<file path="src/verilog/pi1_pkg.sv">
/* PI1 bus encodings and widths. Word addresses only, so byte lanes go through sel.
   The device-table word has two layouts, and the word address parity picks one. */

package pi1_pkg;

	localparam int ARCHBITSZ  = 32;
	localparam int ADDRBITSZ  = 30;
	localparam int SELBITSZ   = ARCHBITSZ / 8;
	localparam int DEVIDBITSZ = 16;

	// Bus operation, held by the master until rdy
	typedef enum logic [1:0] {
		PI1_NOOP = 2'b00,
		PI1_WR   = 2'b01,
		PI1_RD   = 2'b10,
		// Swap: old word returned, new word written
		PI1_RW   = 2'b11
	} pi1_op_t;

	// Device-table entry
	// Even word: info view, odd word: mapsz view
	typedef union packed {
		struct packed {
			logic [ARCHBITSZ-DEVIDBITSZ-2:0] rsvd;
			logic                            useintr;
			logic [DEVIDBITSZ-1:0]           id;
		} info;
		struct packed {
			logic [ARCHBITSZ-ADDRBITSZ-1:0] rsvd;
			// Region size in words
			logic [ADDRBITSZ-1:0]           size;
		} mapsz;
	} devtbl_word_u;

endpackage

</file>
<file path="src/verilog/soc_map_pkg.sv">
/* Physical address map of the peripheral bus, regions back to back from word 0.
   Anything past the last region belongs to the invalid device. */

package soc_map_pkg;

	localparam int SLAVECOUNT    = 8;
	localparam int SLAVEIDXBITSZ = 3;

	// Slave indices in region order
	localparam logic [SLAVEIDXBITSZ-1:0] S_SDCARD     = 3'd0;
	localparam logic [SLAVEIDXBITSZ-1:0] S_DEVTBL     = 3'd1;
	localparam logic [SLAVEIDXBITSZ-1:0] S_INTCTRL    = 3'd2;
	localparam logic [SLAVEIDXBITSZ-1:0] S_SERIAL     = 3'd3;
	localparam logic [SLAVEIDXBITSZ-1:0] S_RAM        = 3'd4;
	localparam logic [SLAVEIDXBITSZ-1:0] S_RAMCTRL    = 3'd5;
	localparam logic [SLAVEIDXBITSZ-1:0] S_BOOTLDR    = 3'd6;
	localparam logic [SLAVEIDXBITSZ-1:0] S_INVALIDDEV = 3'd7;

	// Region sizes in words
	localparam logic [pi1_pkg::ADDRBITSZ-1:0] REGION_SIZE [SLAVECOUNT] = '{
		S_SDCARD:     30'h80,
		S_DEVTBL:     30'h40,
		S_INTCTRL:    30'h8,
		S_SERIAL:     30'h4,
		// 512MB of DRAM
		S_RAM:        30'h8000000,
		S_RAMCTRL:    30'h1000,
		S_BOOTLDR:    30'h400,
		S_INVALIDDEV: 30'h400
	};

	// Device IDs reported to software
	localparam logic [pi1_pkg::DEVIDBITSZ-1:0] DEVICE_ID [SLAVECOUNT] = '{
		S_SDCARD:  16'd4,
		S_DEVTBL:  16'd7,
		S_INTCTRL: 16'd3,
		S_SERIAL:  16'd5,
		S_RAM:     16'd1,
		default:   16'd0
	};

	// Devices that raise interrupts
	localparam logic USEINTR [SLAVECOUNT] = '{
		S_SDCARD: 1'b1,
		S_SERIAL: 1'b1,
		default:  1'b0
	};

	// Reset-request register, right after the 2*SLAVECOUNT table words
	localparam int DEVTBL_RSTREG_OFS = 16;

endpackage

</file>
<file path="src/verilog/devtbl.sv">
/* Device table slave, one cycle latency with a single-cycle rdy.
   Only bits 1:0 of the reset-request word exist, written when sel bit 0 is set. */
`timescale 1ns/1ps

module devtbl (
	input  logic                          clk48mhz_i,
	input  logic                          rst_i,
	input  pi1_pkg::pi1_op_t              op_i,
	input  logic [pi1_pkg::ADDRBITSZ-1:0] addr_i,
	input  logic [pi1_pkg::ARCHBITSZ-1:0] data_i,
	input  logic [pi1_pkg::SELBITSZ-1:0]  sel_i,
	output logic [pi1_pkg::ARCHBITSZ-1:0] data_o,
	output logic                          rdy_o,
	output logic                          rst0_o,
	output logic                          rst1_o
);

	localparam int TBL_WORDS = 2 * soc_map_pkg::SLAVECOUNT;

	pi1_pkg::devtbl_word_u                 tbl_word;
	logic [pi1_pkg::ARCHBITSZ-1:0]         rd_word;
	logic [soc_map_pkg::SLAVEIDXBITSZ-1:0] tbl_idx;
	logic                                  is_rstreg;
	logic                                  accept;
	logic                                  wr_en;
	logic                                  rdy_r;
	logic [pi1_pkg::ARCHBITSZ-1:0]         data_r;
	// {rst1, rst0}
	logic [1:0]                            rst_req_r;

	assign tbl_idx   = addr_i[soc_map_pkg::SLAVEIDXBITSZ:1];
	assign is_rstreg = (addr_i == pi1_pkg::ADDRBITSZ'(soc_map_pkg::DEVTBL_RSTREG_OFS));

	// Even offsets give id and irq flag, odd ones the region size
	always_comb begin
		tbl_word = '0;
		if (addr_i[0]) begin
			tbl_word.mapsz.size = soc_map_pkg::REGION_SIZE[tbl_idx];
		end else begin
			tbl_word.info.id      = soc_map_pkg::DEVICE_ID[tbl_idx];
			tbl_word.info.useintr = soc_map_pkg::USEINTR[tbl_idx];
		end
	end

	always_comb begin
		if (addr_i < pi1_pkg::ADDRBITSZ'(TBL_WORDS)) begin
			rd_word = tbl_word;
		end else if (is_rstreg) begin
			rd_word = {{(pi1_pkg::ARCHBITSZ-2){1'b0}}, rst_req_r};
		end else begin
			rd_word = '0;
		end
	end

	// The master still holds the op during rdy, so that cycle is not a new request
	assign accept = (op_i != pi1_pkg::PI1_NOOP) && !rdy_r;
	assign wr_en  = rdy_r && is_rstreg && sel_i[0] &&
		(op_i == pi1_pkg::PI1_WR || op_i == pi1_pkg::PI1_RW);

	always_ff @(posedge clk48mhz_i) begin
		if (rst_i) begin
			rdy_r     <= 1'b0;
			rst_req_r <= 2'b00;
		end else begin
			rdy_r <= accept;
			if (wr_en) begin
				rst_req_r <= data_i[1:0];
			end
		end
	end

	// Read data is taken before the write, so a swap returns the old word
	always_ff @(posedge clk48mhz_i) begin
		if (accept) begin
			data_r <= rd_word;
		end
	end

	assign data_o = data_r;
	assign rdy_o  = rdy_r;
	assign rst0_o = rst_req_r[0];
	assign rst1_o = rst_req_r[1];

endmodule

</file>
<file path="src/verilog/pi1_interconnect.sv">
/* Single-master PI1 address decoder. Requests must be held until rdy_o.
   The invalid region and addresses past the map get zero data and same-cycle rdy. */
`timescale 1ns/1ps

module pi1_interconnect (
	input  logic                                  clk48mhz_i,
	input  logic                                  rst_i,

	// Master side
	input  pi1_pkg::pi1_op_t                      op_i,
	input  logic [pi1_pkg::ADDRBITSZ-1:0]         addr_i,
	input  logic [pi1_pkg::ARCHBITSZ-1:0]         data_i,
	input  logic [pi1_pkg::SELBITSZ-1:0]          sel_i,
	output logic [pi1_pkg::ARCHBITSZ-1:0]         data_o,
	output logic                                  rdy_o,

	// Device table
	output pi1_pkg::pi1_op_t                      dt_op_o,
	output logic [pi1_pkg::ADDRBITSZ-1:0]         dt_addr_o,
	output logic [pi1_pkg::ARCHBITSZ-1:0]         dt_data_o,
	output logic [pi1_pkg::SELBITSZ-1:0]          dt_sel_o,
	input  logic [pi1_pkg::ARCHBITSZ-1:0]         dt_data_i,
	input  logic                                  dt_rdy_i,

	// External slaves
	output pi1_pkg::pi1_op_t                      ext_op_o,
	output logic [soc_map_pkg::SLAVEIDXBITSZ-1:0] ext_idx_o,
	output logic [pi1_pkg::ADDRBITSZ-1:0]         ext_addr_o,
	output logic [pi1_pkg::ARCHBITSZ-1:0]         ext_data_o,
	output logic [pi1_pkg::SELBITSZ-1:0]          ext_sel_o,
	input  logic [pi1_pkg::ARCHBITSZ-1:0]         ext_data_i,
	input  logic                                  ext_rdy_i
);

	logic [soc_map_pkg::SLAVEIDXBITSZ-1:0] slv_idx;
	logic [pi1_pkg::ADDRBITSZ-1:0]         slv_ofs;
	logic                                  hit_dt;
	logic                                  hit_ext;
	logic                                  bus_live_r;
	logic                                  bus_en;

	// No slave is handed a request until the cycle after reset ends
	always_ff @(posedge clk48mhz_i) begin
		if (rst_i) begin
			bus_live_r <= 1'b0;
		end else begin
			bus_live_r <= 1'b1;
		end
	end

	// A reset that starts mid-request cuts the op off at once
	assign bus_en = bus_live_r && !rst_i;

	// Walk the region bases, one extra bit so the sum past the map cannot wrap
	always_comb begin : decode
		logic [pi1_pkg::ADDRBITSZ:0] base;
		base    = '0;
		slv_idx = soc_map_pkg::S_INVALIDDEV;
		slv_ofs = '0;
		for (int k = 0; k < soc_map_pkg::SLAVECOUNT; k++) begin
			if ({1'b0, addr_i} >= base &&
				{1'b0, addr_i} < base + {1'b0, soc_map_pkg::REGION_SIZE[k]}) begin
				slv_idx = soc_map_pkg::SLAVEIDXBITSZ'(k);
				slv_ofs = addr_i - base[pi1_pkg::ADDRBITSZ-1:0];
			end
			base = base + {1'b0, soc_map_pkg::REGION_SIZE[k]};
		end
	end

	assign hit_dt  = (slv_idx == soc_map_pkg::S_DEVTBL);
	assign hit_ext = !hit_dt && (slv_idx != soc_map_pkg::S_INVALIDDEV);

	// Only the selected target sees the op
	assign dt_op_o   = (bus_en && hit_dt) ? op_i : pi1_pkg::PI1_NOOP;
	assign dt_addr_o = slv_ofs;
	assign dt_data_o = data_i;
	assign dt_sel_o  = sel_i;

	assign ext_op_o   = (bus_en && hit_ext) ? op_i : pi1_pkg::PI1_NOOP;
	assign ext_idx_o  = slv_idx;
	assign ext_addr_o = slv_ofs;
	assign ext_data_o = data_i;
	assign ext_sel_o  = sel_i;

	// Return path; the default slave answers on its own
	always_comb begin
		if (hit_dt) begin
			data_o = dt_data_i;
			rdy_o  = dt_rdy_i;
		end else if (hit_ext) begin
			data_o = ext_data_i;
			rdy_o  = ext_rdy_i;
		end else begin
			data_o = '0;
			rdy_o  = 1'b1;
		end
	end

endmodule

</file>
<file path="src/verilog/rst_sequencer.sv">
/* System reset, held 2^RST_HOLD_BITS-1 cycles after the last cause goes away.
   Power-off holds reset until rst_p; loss of PLL lock asserts it directly. */
`timescale 1ns/1ps

module rst_sequencer #(
	parameter int RST_HOLD_BITS = 16
) (
	input  logic clk48mhz_i,
	input  logic rst_p,
	input  logic pll_locked_i,
	input  logic cpu_rst_i,
	input  logic rst0_i,
	input  logic rst1_i,
	output logic sys_rst_o
);

	logic                     warm_rst;
	logic                     pwr_off;
	logic [RST_HOLD_BITS-1:0] hold_cnt;
	logic                     pwr_off_r;

	// Request decode from the device table
	assign warm_rst = rst1_i && !rst0_i;
	assign pwr_off  = rst0_i && !rst1_i;

	// Reload while any cause is present, then count down to zero
	always_ff @(posedge clk48mhz_i) begin
		if (rst_p || cpu_rst_i || warm_rst) begin
			hold_cnt <= '1;
		end else if (|hold_cnt) begin
			hold_cnt <= hold_cnt - 1'b1;
		end
	end

	always_ff @(posedge clk48mhz_i) begin
		if (rst_p) begin
			pwr_off_r <= 1'b0;
		end else if (pwr_off) begin
			pwr_off_r <= 1'b1;
		end
	end

	assign sys_rst_o = !pll_locked_i || pwr_off_r || (|hold_cnt);

endmodule

</file>
<file path="src/verilog/sysctl_top.sv">
/* System controller: reset sequencing, address decode and the device table.
   Slaves other than the device table are reached through the ext_* port. */
`timescale 1ns/1ps

module sysctl_top #(
	parameter int RST_HOLD_BITS = 16
) (
	input  logic                                  clk48mhz_i,
	input  logic                                  rst_p,
	input  logic                                  pll_locked_i,
	input  logic                                  cpu_rst_i,

	// Master port
	input  pi1_pkg::pi1_op_t                      op_i,
	input  logic [pi1_pkg::ADDRBITSZ-1:0]         addr_i,
	input  logic [pi1_pkg::ARCHBITSZ-1:0]         data_i,
	input  logic [pi1_pkg::SELBITSZ-1:0]          sel_i,
	output logic [pi1_pkg::ARCHBITSZ-1:0]         data_o,
	output logic                                  rdy_o,

	// External slave port
	output pi1_pkg::pi1_op_t                      ext_op_o,
	output logic [soc_map_pkg::SLAVEIDXBITSZ-1:0] ext_idx_o,
	output logic [pi1_pkg::ADDRBITSZ-1:0]         ext_addr_o,
	output logic [pi1_pkg::ARCHBITSZ-1:0]         ext_data_o,
	output logic [pi1_pkg::SELBITSZ-1:0]          ext_sel_o,
	input  logic [pi1_pkg::ARCHBITSZ-1:0]         ext_data_i,
	input  logic                                  ext_rdy_i,

	output logic                                  sys_rst_o
);

	pi1_pkg::pi1_op_t              dt_op;
	logic [pi1_pkg::ADDRBITSZ-1:0] dt_addr;
	logic [pi1_pkg::ARCHBITSZ-1:0] dt_wdata;
	logic [pi1_pkg::SELBITSZ-1:0]  dt_sel;
	logic [pi1_pkg::ARCHBITSZ-1:0] dt_rdata;
	logic                          dt_rdy;
	logic                          dt_rst0;
	logic                          dt_rst1;

	pi1_interconnect u_ic (
		.clk48mhz_i (clk48mhz_i),
		.rst_i      (sys_rst_o),
		.op_i       (op_i),
		.addr_i     (addr_i),
		.data_i     (data_i),
		.sel_i      (sel_i),
		.data_o     (data_o),
		.rdy_o      (rdy_o),
		.dt_op_o    (dt_op),
		.dt_addr_o  (dt_addr),
		.dt_data_o  (dt_wdata),
		.dt_sel_o   (dt_sel),
		.dt_data_i  (dt_rdata),
		.dt_rdy_i   (dt_rdy),
		.ext_op_o   (ext_op_o),
		.ext_idx_o  (ext_idx_o),
		.ext_addr_o (ext_addr_o),
		.ext_data_o (ext_data_o),
		.ext_sel_o  (ext_sel_o),
		.ext_data_i (ext_data_i),
		.ext_rdy_i  (ext_rdy_i)
	);

	// Device table is itself reset by the system reset, which clears a warm request
	devtbl u_devtbl (
		.clk48mhz_i (clk48mhz_i),
		.rst_i      (sys_rst_o),
		.op_i       (dt_op),
		.addr_i     (dt_addr),
		.data_i     (dt_wdata),
		.sel_i      (dt_sel),
		.data_o     (dt_rdata),
		.rdy_o      (dt_rdy),
		.rst0_o     (dt_rst0),
		.rst1_o     (dt_rst1)
	);

	rst_sequencer #(
		.RST_HOLD_BITS (RST_HOLD_BITS)
	) u_rst_seq (
		.clk48mhz_i   (clk48mhz_i),
		.rst_p        (rst_p),
		.pll_locked_i (pll_locked_i),
		.cpu_rst_i    (cpu_rst_i),
		.rst0_i       (dt_rst0),
		.rst1_i       (dt_rst1),
		.sys_rst_o    (sys_rst_o)
	);

endmodule
</file>
<file path="config.mk">
export PLATFORM = sky130hd
export DESIGN_NAME = sysctl_top
export DESIGN_NICKNAME = d
export VERILOG_FILES = /design/src/verilog/pi1_pkg.sv /design/src/verilog/soc_map_pkg.sv /design/src/verilog/devtbl.sv /design/src/verilog/pi1_interconnect.sv /design/src/verilog/rst_sequencer.sv /design/src/verilog/sysctl_top.sv
export SDC_FILE = /design/constraint.sdc
export NUM_CORES = 1
export LEC_CHECK = 0
export BUFFER_PORTS_ARGS = -buffer_cell sky130_fd_sc_hd__buf_2
export CAP_MARGIN = 20
export CORE_AREA = 4 4 87 122
export CTS_CLUSTER_DIAMETER = 200
export DETAILED_ROUTE_END_ITERATION = 10
export DIE_AREA = 0 0 91 126
export GPL_TIMING_DRIVEN = 0
export PLACE_DENSITY = 0.76
export SLEW_MARGIN = 0
export SYNTH_ARGS = -nofsm -noshare
export SYNTH_HDL_FRONTEND = slang
export SYNTH_SLANG_ARGS = --single-unit
</file>
<file path="constraint.sdc">
create_clock -name clk48mhz_i -period 4.01 [get_ports clk48mhz_i]
set_input_delay 0.2005 -clock clk48mhz_i [delete_from_list [all_inputs] [get_ports clk48mhz_i]]
set_output_delay 0.2005 -clock clk48mhz_i [all_outputs]
set_load 0.03 [all_outputs]
</file>
==> results.sh <==
export IMPL_vias=4996
export IMPL_p_per_area_nw_per_um2=215
export IMPL_antenna_found_initial=0
export IMPL_slew_violations=0
export IMPL_pwr_share_comb=0.340
export IMPL_fp_dieH_microns=126
export IMPL_cts_buffers=5
export IMPL_async_reset_ff_frac=0
export IMPL_utilization=0.558
export IMPL_setup_viol=0
export IMPL_wl_mm=14.7
export IMPL_clockRootBuffer="clkbuf_16"
export IMPL_synth_cells=557
export IMPL_peakVddDrop_v=0.000166
export IMPL_ys_top_cells_by_area="dfxtp_1 10%, edfxtp_1 7.3%, buf_4 6.6%"
export IMPL_dp_hpwl_mm=12.3
export IMPL_layout_drive_gt1_share=0.349
export IMPL_start_util=0.432
export IMPL_clk_pin_slew_worst_paths_ns=0.05
export IMPL_min_period_ns=3.71
export IMPL_syn_nets=677
export IMPL_internal_power_mw=0.755
export IMPL_syn_cell_area_sq_um=4090
export IMPL_synth_edf_count=10
export IMPL_ctsLongestPathBuffers=2
export IMPL_fin_cells=847
export IMPL_synth_top_area_frac=0.103
export IMPL_max_freq_ghz=0.269
export IMPL_maxCapViolCount=0
export IMPL_crit_arrival_ns=3.51
export IMPL_p_leak_nw=2.35
export IMPL_layout_commonest_cell="buf_2"
export IMPL_switching_share=0.334
export IMPL_insertion_delay_ns=0.28
export IMPL_grt_usage=0.244
export IMPL_rsz0062_at_grt="no"
export IMPL_slew_headroom=0.379
export IMPL_fin_crit_sh=0.926
export IMPL_rows=42
export IMPL_synth_cell_type_count=76
export IMPL_synth_yosys_seq_area_share=0.176
export IMPL_io_pins=210
export IMPL_crit_path_end_kind="output pin"
export IMPL_crit_fanout=10
export IMPL_clock_power_share=0.373
export IMPL_core_sq_um=9460
export IMPL_n_fill_cell=908
export IMPL_cts_tree="done"
export IMPL_htreeDepth=2
export IMPL_die_area_sq_um=11500
export IMPL_ys_flop_type="dfxtp_1"
export IMPL_startpoint_type="input pin"
export IMPL_grt_pass1_wl_mm=23.1
export IMPL_grt_max_degree=11
export IMPL_yosysTopAreaCell="dfxtp_1"
export IMPL_synthToLayoutAreaGrowth_pct=29.1
export IMPL_tightestPinTransition_ns=0.908
export IMPL_hold_viol_final=0
export IMPL_outcome="completed"
export IMPL_overflow=0
export IMPL_reg2reg_slack_ns=0.85
export IMPL_place_inst=838
export IMPL_first_iter_violations=278
export IMPL_ys_warn_count=0
export IMPL_ant_nets=0
export IMPL_layout_common_cells="173 x buf_2, 56 x nand2_1, 48 x nor2_1"
export IMPL_p_seq_frac=0.287
export IMPL_whs_ns=0.0882
export IMPL_hold_path_class="in2reg"
export IMPL_cp_required_ns=3.81
export IMPL_die_w_microns=91
export IMPL_antenna_cells=0
export IMPL_fin_nets=856
export IMPL_p_sw_mw=0.379
export IMPL_synth_seq_cells=31
export IMPL_total_power_mw=1.13
export IMPL_cts_sinks=31
export IMPL_skew_ns=0.00732
export IMPL_viasPerCell=5.90
export IMPL_numPortBuffers=169
export IMPL_dr_pass1_iters=5
export IMPL_place_congestion=1.03
export IMPL_avgSynthCellArea_sq_um=7.34
export IMPL_drt_wirelength_per_cell_microns=17.4
export IMPL_grt_pass1_vias=4792
export IMPL_worstSetupPathType="in2out"
export IMPL_drc_errors=0
-- worst max-delay path, cell delays in order --
cell	delay (ns)
clkbuf_2	0.19
inv_1	0.20
ha_1	0.23
or3b_2	0.49
nor4_4	0.35
a21oi_1	0.18
o211a_1	0.28
a211oi_2	0.43
buf_2	0.23
clkbuf_1	0.31
a22o_1	0.20
buf_2	0.20
-- cells in the mapped netlist, types with 5 or more instances --
cell,instances
a21oi_1,34
a22o_1,10
a31oi_1,8
and2_1,28
and3_1,7
buf_4,36
clkbuf_1,19
dfxtp_1,21
edfxtp_1,10
ha_1,15
inv_1,25
nand2_1,56
nand3_1,17
nand4_1,6
nor2_1,48
nor3_1,19
nor4_1,21
o211ai_1,6
o21ai_0,20
o31ai_1,7
or2_2,5
or3_1,11
xnor2_1,26
xor2_1,8
-- layer usage --
layer / GRT usage / wire (microns) / up-vias / part of all wire
met1: 0.260 / 5280 / 2292 / 0.36
met3: 0.0442 / 1110 / 58 / 0.075
met5: 0 / 0 / - / 0
met4: 0.159 / 1040 / 0 / 0.070
li1: - / - / 2367 / -
met2: 0.436 / 7290 / 279 / 0.50
-- final timing paths --
check,start,cells after the start,end
min reg2reg,u_rst_seq.pwr_off_r$_SDFFE_PP0P_,2,u_rst_seq.pwr_off_r$_SDFFE_PP0P_
max reg2reg,u_rst_seq.hold_cnt[7]$_SDFFE_PP1P_,10,u_devtbl.rst_req_r[1]$_SDFFE_PN0P_
min,rst_p,2,u_rst_seq.pwr_off_r$_SDFFE_PP0P_
max,addr_i[4],12,data_o[7]
-- flip-flops by register name, summed over array words and instances (netlist names) --
| signal | flops |
|---|---|
| u_devtbl.data_o | 10 |
| u_devtbl.rst_req_r | 2 |
| u_rst_seq.hold_cnt | 16 |
| u_devtbl.rdy_o | 1 |
| u_ic.bus_live_r | 1 |
| u_rst_seq.pwr_off_r | 1 |
-- cells by family (layout without fill, tap and decap cells) --
group / after synthesis / count (layout) / synth area share
compound gates: 139 / 139 / 0.242
xor+xnor: 34 / 34 / 0.0729
fa+ha+maj: 15 / 15 / 0.0459
buf+inv: 86 / 266 / 0.118
flops: 31 / 31 / 0.176
mux: 2 / 2 / 0.00521
simple gates: 250 / 250 / 0.340
-- stage by stage --
| stage | area, sq um | worst slack (ns) | TNS, ns |
|---|---|---|---|
| after floorplan | 4090 | 0.325 | 0 |
| after global placement | 5070 | -0.161 | -2.37 |
| after detailed placement | 5090 | -0.232 | -1.79 |
| after CTS | 5260 | 0.0229 | 0 |
| after global routing | 5280 | 0.0731 | 0 |
| final | 5280 | 0.298 | 0 |
-- layout make-up --
cell class,count,area [sq um],share of cell area
multi-input cells,440,2900,0.550
repair buffers,172,866,0.164
clock inverters,3,38.8,0.00735
plain buffers,61,392,0.0742
inverters,25,93.8,0.0178
flip-flops and latches,31,721,0.137
well taps,110,138,0.0261
clock buffers,5,125,0.0237
-- power groups by stage --
stage          logic (mW)  registers [mW]  clock network (mW)
2_1_floorplan       0.260           0.332                   0
3_3_place_gp        0.377           0.332                   0
3_5_place_dp        0.382           0.332                   0
4_1_cts             0.384           0.325               0.427
5_1_grt             0.415           0.325               0.438
6_report            0.386           0.325               0.423
-- what timing repair did --
action                     CTS  global route
setup buffers                0             0
resized for setup            1             5
setup endpoints to repair    2            16
cloned                       0             0
hold buffers                 0             0
Power figures use the tool's default switching activity.
